[config.mk]
export PLATFORM = sky130hd
export DESIGN_NAME = mem_stage
export DESIGN_NICKNAME = d
export VERILOG_FILES = /design/src/mem_stage_config.svh /design/src/mem_stage_pkg.sv /design/src/store_align.sv /design/src/load_extract.sv /design/src/mem_stage.sv
export SDC_FILE = /design/constraint.sdc
export NUM_CORES = 1
export LEC_CHECK = 0
export BUFFER_PORTS_ARGS = -buffer_cell sky130_fd_sc_hd__buf_2
export CAP_MARGIN = 20
export CORE_AREA = 2 2 236 238
export DETAILED_ROUTE_END_ITERATION = 8
export DIE_AREA = 0 0 238 240
export GPL_ROUTABILITY_DRIVEN = 0
export MAX_ROUTING_LAYER = met4
export PLACE_DENSITY = 0.69
export SLEW_MARGIN = 20
export SYNTH_ARGS = -nofsm -noshare
export SYNTH_HDL_FRONTEND = slang
export SYNTH_SLANG_ARGS = --single-unit
[constraint.sdc]
create_clock -name clk -period 8.7 [get_ports clk]
set_input_delay 1.74 -clock clk [delete_from_list [all_inputs] [get_ports clk]]
set_output_delay 1.74 -clock clk [all_outputs]
set_load 0.01 [all_outputs]
[src/mem_stage_config.svh]
`ifndef MEM_STAGE_CONFIG_SVH
`define MEM_STAGE_CONFIG_SVH

// ****************************************
// data memory geometry
// ****************************************

// log2 of the number of 64-bit words in data_mem
// 10 gives 1024 doublewords, 8 KiB
`define MEM_DEPTH_LOG2 10

// first address bit of the word index
// bits below it pick the byte lane inside a doubleword
`define MEM_INDEX_LSB 3

// the index is MEM_DEPTH_LOG2 bits wide, taken from MEM_INDEX_LSB upward
// upper address bits are ignored, so addresses wrap modulo the memory size

// byte offset inside a doubleword is always addr[2:0]
// any access must be naturally aligned to its size

`endif

[src/mem_stage_pkg.sv]
package mem_stage_pkg;

    // ****************************************
    // operations seen by the memory stage
    // ****************************************

    // compact encoding, one code per write-back rule
    typedef enum logic [3:0] {
        OP_NONE = 4'd0,
        OP_ALU  = 4'd1,
        OP_LINK = 4'd2,
        OP_CSR  = 4'd3,
        OP_LB   = 4'd4,
        OP_LH   = 4'd5,
        OP_LW   = 4'd6,
        OP_LD   = 4'd7,
        OP_LBU  = 4'd8,
        OP_LHU  = 4'd9,
        OP_LWU  = 4'd10,
        OP_SB   = 4'd11,
        OP_SH   = 4'd12,
        OP_SW   = 4'd13,
        OP_SD   = 4'd14
    } mem_op_t;

    // ****************************************
    // stage bundles
    // ****************************************

    // from execute, 229 bits
    typedef struct packed {
        logic        spare;
        logic [63:0] pc;
        logic [31:0] inst;
        mem_op_t     op;
        // address for loads and stores
        logic [63:0] alu_out;
        // store data, or csr read value
        logic [63:0] src2;
    } ex_mem_t;

    // to write-back
    typedef struct packed {
        logic [63:0] pc;
        logic [31:0] inst;
        logic        reg_wen;
        logic [4:0]  reg_rd;
        logic [63:0] reg_value;
    } mem_wb_t;

    // single-cycle request into data_mem
    typedef struct packed {
        logic        rd_en;
        logic        wr_en;
        logic [63:0] addr;
        logic [63:0] wdata;
        logic [7:0]  wstrb;
    } mem_req_t;

    function automatic logic op_is_load(input mem_op_t op);
        return op inside {OP_LB, OP_LH, OP_LW, OP_LD, OP_LBU, OP_LHU, OP_LWU};
    endfunction

    function automatic logic op_is_store(input mem_op_t op);
        return op inside {OP_SB, OP_SH, OP_SW, OP_SD};
    endfunction

    // natural alignment of a byte offset for the access size of op
    function automatic logic op_aligned(input mem_op_t op, input logic [2:0] offset);
        logic [2:0] mask;
        case (op)
            OP_LH, OP_LHU, OP_SH: mask = 3'b001;
            OP_LW, OP_LWU, OP_SW: mask = 3'b011;
            OP_LD, OP_SD:         mask = 3'b111;
            // bytes and non-memory ops never misalign
            default:              mask = 3'b000;
        endcase
        return (offset & mask) == 3'b000;
    endfunction

endpackage

[src/store_align.sv]
module store_align import mem_stage_pkg::*; (
    input  mem_op_t     op,
    input  logic [2:0]  offset,
    input  logic [63:0] src2,
    output logic [63:0] wdata,
    output logic [7:0]  wstrb
);

    // ****************************************
    // lane steering
    // ****************************************

    // bit shift for the byte offset
    logic [5:0]  shamt;
    // src2 cut down to the access size, still in lane 0
    logic [63:0] narrow;
    // strobe pattern before the shift
    logic [7:0]  base_strb;

    assign shamt = {offset, 3'b000};

    always_comb begin
        case (op)
            OP_SB: begin
                narrow    = {56'd0, src2[7:0]};
                base_strb = 8'h01;
            end
            OP_SH: begin
                narrow    = {48'd0, src2[15:0]};
                base_strb = 8'h03;
            end
            OP_SW: begin
                narrow    = {32'd0, src2[31:0]};
                base_strb = 8'h0f;
            end
            OP_SD: begin
                // full doubleword, offset is zero when aligned
                narrow    = src2;
                base_strb = 8'hff;
            end
            default: begin
                // loads and non-memory ops write nothing
                narrow    = '0;
                base_strb = 8'h00;
            end
        endcase
    end

    // move data and strobe up to the addressed lane
    assign wdata = narrow << shamt;
    assign wstrb = base_strb << offset;

    // ****************************************
    // checks
    // ****************************************

    // a halfword at offset 7 would spill out of the doubleword
    always_comb begin
        if (op_is_store(op)) begin
            assert final (op_aligned(op, offset))
                else $error("store_align: misaligned store at offset %0d", offset);
        end
    end

endmodule

[src/load_extract.sv]
module load_extract import mem_stage_pkg::*; (
    input  mem_op_t     op,
    input  logic [2:0]  offset,
    input  logic [63:0] rdata,
    output logic [63:0] value
);

    // ****************************************
    // lane selection
    // ****************************************

    // addressed lane moved down to bit 0
    logic [63:0] lane;
    logic [7:0]  lane_b;
    logic [15:0] lane_h;
    logic [31:0] lane_w;

    // aligned accesses never cross the top of the doubleword
    assign lane   = rdata >> {offset, 3'b000};
    assign lane_b = lane[7:0];
    assign lane_h = lane[15:0];
    assign lane_w = lane[31:0];

    // ****************************************
    // extension
    // ****************************************

    always_comb begin
        case (op)
            // signed, replicate the top bit of the lane
            OP_LB: begin
                value = {{56{lane_b[7]}}, lane_b};
            end
            OP_LH: begin
                value = {{48{lane_h[15]}}, lane_h};
            end
            OP_LW: begin
                value = {{32{lane_w[31]}}, lane_w};
            end
            // unsigned, zero fill
            OP_LBU: begin
                value = {56'd0, lane_b};
            end
            OP_LHU: begin
                value = {48'd0, lane_h};
            end
            OP_LWU: begin
                value = {32'd0, lane_w};
            end
            // whole word, no selection
            OP_LD: begin
                value = rdata;
            end
            default: begin
                // not a load
                value = '0;
            end
        endcase
    end

endmodule

[src/mem_stage.sv]
module mem_stage import mem_stage_pkg::*; (
    input  logic        clk,
    input  logic        rst,
    input  logic        in_valid,
    output logic        in_ready,
    input  ex_mem_t     in_bundle,
    output logic        out_valid,
    input  logic        out_ready,
    output mem_wb_t     out_bundle,
    output mem_req_t    mem_req,
    input  logic [63:0] mem_rdata
);

    // slot a holds the accepted bundle, slot b waits for write-back
    ex_mem_t     slot_a;
    ex_mem_t     slot_b;
    logic        a_valid;
    logic        b_valid;
    logic        in_fire;
    logic        out_fire;
    logic        advance;
    logic [63:0] st_wdata;
    logic [7:0]  st_wstrb;
    logic [63:0] ld_value;

    // ****************************************
    // handshakes and slot control
    // ****************************************

    assign in_fire  = in_valid && in_ready;
    assign out_fire = out_valid && out_ready;

    // a moves to b when b is empty or leaving this edge
    assign advance   = a_valid && (!b_valid || out_fire);
    assign in_ready  = !a_valid || advance;
    assign out_valid = b_valid;

    always_ff @(posedge clk) begin
        if (rst) begin
            a_valid <= 1'b0;
            b_valid <= 1'b0;
        end else begin
            if (in_fire) begin
                a_valid <= 1'b1;
            end else if (advance) begin
                a_valid <= 1'b0;
            end
            if (advance) begin
                b_valid <= 1'b1;
            end else if (out_fire) begin
                b_valid <= 1'b0;
            end
        end
    end

    // payload only
    always_ff @(posedge clk) begin
        if (in_fire) begin
            slot_a <= in_bundle;
        end
        if (advance) begin
            slot_b <= slot_a;
        end
    end

    // ****************************************
    // memory request from slot a
    // ****************************************

    store_align u_store_align (
        .op     (slot_a.op),
        .offset (slot_a.alu_out[2:0]),
        .src2   (slot_a.src2),
        .wdata  (st_wdata),
        .wstrb  (st_wstrb)
    );

    // single-cycle pulse on the advance edge
    // the read data is registered on the same edge slot b loads
    always_comb begin
        mem_req.rd_en = advance && op_is_load(slot_a.op);
        mem_req.wr_en = advance && op_is_store(slot_a.op);
        mem_req.addr  = slot_a.alu_out;
        mem_req.wdata = st_wdata;
        mem_req.wstrb = st_wstrb;
    end

    // ****************************************
    // write-back from slot b
    // ****************************************

    load_extract u_load_extract (
        .op     (slot_b.op),
        .offset (slot_b.alu_out[2:0]),
        .rdata  (mem_rdata),
        .value  (ld_value)
    );

    always_comb begin
        out_bundle.pc        = slot_b.pc;
        out_bundle.inst      = slot_b.inst;
        out_bundle.reg_wen   = 1'b1;
        out_bundle.reg_value = '0;
        case (slot_b.op)
            OP_ALU:  out_bundle.reg_value = slot_b.alu_out;
            // return address for jal and jalr
            OP_LINK: out_bundle.reg_value = slot_b.pc + 64'd4;
            OP_CSR:  out_bundle.reg_value = slot_b.src2;
            OP_LB, OP_LH, OP_LW, OP_LD, OP_LBU, OP_LHU, OP_LWU: begin
                out_bundle.reg_value = ld_value;
            end
            // stores, branches, fences
            default: out_bundle.reg_wen = 1'b0;
        endcase
        // rd only meaningful with a register write
        out_bundle.reg_rd = out_bundle.reg_wen ? slot_b.inst[11:7] : 5'd0;
    end

    // ****************************************
    // checks
    // ****************************************

    // held bundle includes the load data kept by data_mem
    assert property (@(posedge clk) disable iff (rst)
        out_valid && !out_ready |=> out_valid && $stable(out_bundle))
        else $error("mem_stage: write-back bundle changed while stalled");

    // execute must hand over naturally aligned loads and stores only
    assert property (@(posedge clk) disable iff (rst)
        in_fire |-> op_aligned(in_bundle.op, in_bundle.alu_out[2:0]))
        else $error("mem_stage: misaligned access at %h", in_bundle.alu_out);

endmodule

# --- Yosys cells after proc, flatten, opt, wreduce, memory -nomap -nowiden ---
# Index checks and enable logic that the tools add are counted.
word_totals:
  ff_bits: 458
  latch_bits: 0
  ram_bits: 0
  rom_bits: 0
  in_bits: 297
  out_inout_bits: 306
  memories: 0
op_classes:
  add_sub_neg: 1
  multipliers: 0
  n_div: 0
  n_lt_le_gt_ge: 0
  eq_ne: 21
  shifts: 3
  n_mux: 10
  n_bitwise: 0
  reduce_logical: 15
ops:
  columns: ["operator", "count"]
  rows:
  - ["$pmux 64 s4", 2]
  - ["$pmux 64 s7", 1]
  - ["$add 64x3->64 const B", 1]
  - ["$shl 64x6->64", 1]
  - ["$shr 64x6->32", 1]
  - ["$eq 4x4->1 const B", 10]
  - ["$eq 4x3->1 const B", 8]
  - ["$pmux 8 s4", 1]
  - ["$reduce_or 10->1", 1]
  - ["$eq 4x2->1 const B", 2]
  - ["$shl 8x3->8", 1]
  - ["$reduce_bool 7->1", 1]
  - ["$reduce_or 7->1", 1]
  - ["$logic_and 1x1->1", 5]
  - ["$mux 1", 5]
  - ["$mux 5", 1]
  - ["$eq 4x1->1 const B", 1]
  - ["$reduce_bool 2->1", 2]
  - ["$reduce_bool 4->1", 1]
  - ["$logic_not 1->1", 2]
  - ["$logic_or 1x1->1", 2]

# --- Longest topological paths before layout ---
logic_depth:
  ltp_word: 6
  mapped_depth: 10
  depth_no_buf: 7

# --- Modules after synthesis ---
# Synthesis repeated with hierarchy kept, for this count alone.
hier_totals:
  cells_unflattened: 1796
  hier_area_um2: 22774.3
modules_own_cells:
  columns: ["module", "n_inst", "cells_each", "area_each_um2", "seq_area_each_um2"]
  rows:
  - ["mem_stage", 1, 1080, 17974.7, 13733.2]
  - ["load_extract", 1, 361, 2532.4, 0.0]
  - ["store_align", 1, 355, 2267.2, 0.0]

# --- Worst setup path before layout ---
# OpenSTA, ideal clock, no wires.
synth_path:
  path_type: "input-to-reg"
  startpoint: "input out_ready"
  endpoint: "register slot_a, in the netlist mem_req[100], enable pin"
  t_arrival_ns: 7.151
  t_required_ns: 8.082
  path_slack_ns: 0.930
  cell_stages: 3
  n_path_buf: 0
  cell_sequence: "nor2b_1 -> nand2_1 -> and2_1"
synth_between:
  elab_chain_len: 5
synth_rtl:
  columns: ["item", "line", "text"]
  rows:
  - ["start, declared", "mem_stage.sv:8", "input logic out_ready,"]
  - ["$logic_and 1x1->1", "mem_stage.sv:31", "assign out_fire = out_valid && out_ready;"]
  - ["$logic_or 1x1->1", "mem_stage.sv:34", "assign advance = a_valid && (!b_valid || out_fire);"]
  - ["$logic_and 1x1->1", "mem_stage.sv:34", null]
  - ["$logic_or 1x1->1", "mem_stage.sv:35", "assign in_ready = !a_valid || advance;"]
  - ["via in_ready", "mem_stage.sv:5", "output logic in_ready,"]
  - ["$logic_and 1x1->1", "mem_stage.sv:30", "assign in_fire = in_valid && in_ready;"]
  - ["via in_fire", "mem_stage.sv:19", "logic in_fire;"]
  - ["end signal, assigned", "mem_stage.sv:59", "slot_a <= in_bundle;"]
  - ["end, declared", "mem_stage.sv:15", "ex_mem_t slot_a;"]
# The timed path passes the listed nets, and every way through them passes these cells.
# A chain may end at the register's enable or synchronous reset.

==> metrics list <==
* DRC violation count after routing: 9
- Width of the die: 238 um
* Max FO, Critical Path: 64
* Reg-to-reg endpoint: slot_a[60]
- The clock passes through at most 3 buffers.
- Area share of the largest cell type after synthesis: 64.27%
* Number of max-cap violations: 0
- In this run the critical register-to-register path is launched from out_valid.
- Category of the worst setup path launch point: flop
* Setup repair after global routing missed its margin: false
* Global routing's busiest layer: met2
- Cell Rows: 86
- Start point of the critical path: slot_b[64]
* Number of synthesized flops with an enable pin: between 400 and 500
- Worst reg-to-reg setup slack: 5.96 ns
- Global routing met1 resource utilization: 34.63%
* Die Footprint: 57120 sq um
* Internal Power: 0.004124 W
* Met2 usage: 42.92%
- The number of endpoints with negative hold slack in the final report was 0.
- Hold path cells: 0
* Setup Skew: 0.02261 ns
- The post-route netlist has 36.20% of its cells at a drive strength greater than 1.
- The finished cells cover 25630 sq um.
* Switching part of the total power: 24.44%
* Count of placed standard cells including taps: around 2700
* Number of hold-repair buffers added at the cts stage: 0
* Total via count after detailed routing: 15890
- Input and output buffers added on the ports amount to 601.
* Path depth of the worst reg2reg path: 4
* Fraction of power consumed by the clock network: 41.9%
- Sequential element share of the synthesized area: 64.46%
- The wire-length estimate of the detail-placed layout is 59390 um.
* Count of nets left with antenna violations after detail routing: 0
- The cell family contributing the most delay on the critical path is compound AO/OA/AOI/OAI gates.
- First-pass GRT wire length: between 100000 and 150000 um
- Critical Setup Path Class: reg -> out
- Clock slew at reported path FFs: 0.07 ns
- CP Capture Type: primary output
- The flow ran to the end, but the final reports show violations.
- Routed wirelength normalized by instance count: 28.62 um
- Timing analysis after detailed placement gives a worst setup slack of 2.286 ns.
- The final reports fail on design-rule violations.
* Data required time at the worst endpoint: 6.96 ns
- In this run the static leakage power is between 9 and 10 nW.
- Mean Syn Cell Area: 13.39 sq um
* Power density over the cells: 213.0 nW/um^2
- Via count of the first global-routing pass: 15380
- Crit-path cells: buf_4 > mux2i_1 > nor3_1 > o31ai_4 > o31a_1 > a21boi_2 > buf_4 > o211ai_1 > buf_2
- Relative contribution of combinational cells to total power: 9.3%
- Max stage delay cell, worst path: sky130_fd_sc_hd__o31a_1
- Filler instances: 4931
- For the final routed database, the setup TNS stands at 0 ns.
- sky130_fd_sc_hd__edfxtp_1 takes more of the synthesized area than any other cell.
- Remaining max-slew budget at the tightest pin: 28.89%
* Share of the clock period used by the worst path: ~78%
* Clock Root Buffer: sky130_fd_sc_hd__clkbuf_16
* Endpoints failing setup: 0
* Area added between synthesis and finish: 20.31%
- Number of DRC violations after detailed-routing iteration 0: 2082
- CP dominant cell by count: sky130_fd_sc_hd__buf_4
- The number of nets handed over by synthesis was 1889.
- Final worst slack: 1.957 ns
- Synth Register Bits: around 460
* Height of the die: 240 um
- Top_reg_cell synth: sky130_fd_sc_hd__edfxtp_1
* Actual slew at the worst max-slew pin: roughly 1.1 ns
* Hold Worst Slack: 0.4114 ns
- For this run, global-route usage on met3 was measured as 6.406%.
- The first detailed-routing pass took 9 iterations.
- Ranked by total cell area, the synthesized netlist is headed by sky130_fd_sc_hd__edfxtp_1 64%, sky130_fd_sc_hd__buf_4 5.7%, sky130_fd_sc_hd__mux2i_1 3.4%.
* Number of clock sinks: 458
- Insertion delay of the later-clocked pin in the worst-skew pair: 0.61 ns
- Yosys mapped the design onto 62 distinct sky130hd cell types.
- In this run, flip-flops and latches consume between 40% and 50% of the power.
- Fin. max-slew vios: 0
- Cts bufs inserted: 51
* Endpoint, Worst Hold: out_bundle[157]
- After detailed routing, the total wire length is approximately 80000 um.
- Number of non-filler instances in the completed layout: 2774
- Synthesized cell area: 21300 sq um
- Total placed instance area: 23820 sq um
* Min Clock Period, post-route: roughly 6.7 ns
- Once the clock tree was built, the setup fixing pass inserted 0 buffers.
- Static timing analysis puts the maximum clock frequency at 148.3 MHz.
- The number of buffers and inverters on the critical path is 3.
- Vias per Instance: around 5.7
* Global-route total usage across every layer: 27.47%
- On the worst path, the slowest cell contributes a delay of approximately 0.84 ns.
- TritonCTS built the clock tree.
- Ys async rst share: 0%
- Overflow left after global routing: 0
- The total area inside the core boundary comes to roughly 55000 sq um.
- The tightest min-delay check is of the reg -> reg type.
- VDD sags by at most 0.0001713 V.
- During synthesis, Yosys emitted a total of 0 warnings.
* Number of nets at the end of the flow: roughly 2300
- Total net switching power: 0.001334 W
- Instance count of the mapped netlist: between 1500 and 2000
- H-tree levels: 2
- Initial standard-cell utilization of the core: between 30% and 40%
* Maximum number of pins on one net before global-route repair: 165
- Source of the worst hold timing path: slot_a[219]
- Number of cells upsized or downsized after cts: 0
- Antenna violations before repair: 15
* IO Pins: 603
- Data arrives at the worst endpoint at about 5.0 ns.
## area by class of cell
type                       count  area (sq um)  area share (%)
tap                          704         880.8           3.436
multi-input combinational    869          5988           23.36
sequential                   458         13730           53.58
antenna                       15         37.54          0.1464
timing repair buffer         618          3148           12.28
inverter                      16         67.56          0.2636
clock buffer                  61          1335           5.208
clock inverter                33         441.7           1.723
## power groups by stage
stage / logic [W] / registers (W) / clock network (W)
finish: 0.000507 / 0.00266 / 0.00229
CTS: 0.000504 / 0.00266 / 0.00233
floorplan: 0.000296 / 0.00267 / 0
global route: 0.000539 / 0.00267 / 0.00241
global placement: 0.000495 / 0.00270 / 0
detailed placement: 0.000501 / 0.00271 / 0
## registers in the layout, indices dropped and copies added (netlist names)
register and count:
out_bundle 96, mem_req 64, slot_a 164, out_valid 1, slot_b 132, a_valid 1
## synthesized netlist by cell type, types with 5 or more instances
cell / n
sky130_fd_sc_hd__edfxtp_1: 456
sky130_fd_sc_hd__buf_4: 162
sky130_fd_sc_hd__nand2_1: 114
sky130_fd_sc_hd__nor2_1: 77
sky130_fd_sc_hd__mux2i_1: 72
sky130_fd_sc_hd__clkbuf_1: 68
sky130_fd_sc_hd__a21oi_1: 59
sky130_fd_sc_hd__o21ai_0: 59
sky130_fd_sc_hd__a222oi_1: 56
sky130_fd_sc_hd__nor3_1: 54
sky130_fd_sc_hd__xnor2_1: 51
sky130_fd_sc_hd__o211ai_1: 43
sky130_fd_sc_hd__nand3_1: 39
sky130_fd_sc_hd__nand4_1: 28
sky130_fd_sc_hd__and2_1: 22
sky130_fd_sc_hd__mux4_2: 16
sky130_fd_sc_hd__a22o_1: 15
sky130_fd_sc_hd__and3_1: 14
sky130_fd_sc_hd__a211oi_1: 13
sky130_fd_sc_hd__a22oi_1: 13
sky130_fd_sc_hd__inv_1: 13
sky130_fd_sc_hd__nor4_1: 13
sky130_fd_sc_hd__mux2_2: 12
sky130_fd_sc_hd__xor2_1: 11
sky130_fd_sc_hd__buf_2: 10
sky130_fd_sc_hd__o22ai_1: 10
sky130_fd_sc_hd__nand2b_1: 8
sky130_fd_sc_hd__nor3b_1: 8
sky130_fd_sc_hd__buf_1: 7
sky130_fd_sc_hd__nor2b_1: 6
sky130_fd_sc_hd__o2111ai_1: 6
sky130_fd_sc_hd__a221oi_1: 5
## logic make-up after synthesis
kind of cell | Yosys count | synth area share (%)
xor gates and xnor gates | 62 | 2.549
adders and majority gates | 1 | 0.05872
and+or+nand+nor | 406 | 9.491
buffers and inverters | 264 | 7.600
muxes | 100 | 5.709
DFF | 458 | 64.46
AOI/OAI and AO/OA | 300 | 10.13
## layout by cell type, fill, tap and decap left out, drive strengths merged, types with 3 or more instances in the layout
| cell | count |
|---|---|
| mux2i | 72 |
| edfxtp | 456 |
| o211ai | 45 |
| nand2 | 114 |
| clkbuf | 61 |
| o21ai | 60 |
| nand2b | 8 |
| xor2 | 11 |
| nor3 | 57 |
| nand3 | 40 |
| inv | 14 |
| a22o | 15 |
| and3 | 14 |
| nand4 | 28 |
| a222oi | 56 |
| o22ai | 10 |
| bufinv | 9 |
| nor4b | 3 |
| a211o | 4 |
| mux4 | 16 |
| a21oi | 59 |
| and2 | 22 |
| buf | 618 |
| diode | 15 |
| o2111ai | 6 |
| clkinv | 20 |
| xnor2 | 51 |
| nor2b | 6 |
| mux2 | 12 |
| nor4 | 15 |
| or3 | 3 |
| a211oi | 13 |
| clkinvlp | 6 |
| a221oi | 5 |
| nor3b | 8 |
| nor2 | 77 |
| a22oi | 13 |
## metal layers
layer	vias up	wire, um	share of wire [%]
met1	7777	30490	38
met4	0	3179	4.0
li1	6895	-	-
met2	1063	37460	47
met3	155	8248	10
met5	-	0	0
## how the worst max path moves through the flow
stage               depth (start not counted)             end
finish                                      9  out_bundle[49]
floorplan                                   3    mem_req[100]
global placement                            9  out_bundle[49]
global route                                9  out_bundle[51]
CTS                                         9  out_bundle[49]
detailed placement                          9  out_bundle[49]
## stage by stage
step | total power, W | util, %
2_1_floorplan | 0.002967 | -
3_3_place_gp | 0.003199 | 43.57
3_5_place_dp | 0.003208 | 43.57
4_1_cts | 0.005495 | 46.82
5_1_grt | 0.005619 | 46.86
6_report | 0.005458 | 46.89
No activity file was read; power rests on OpenSTA's default activity.
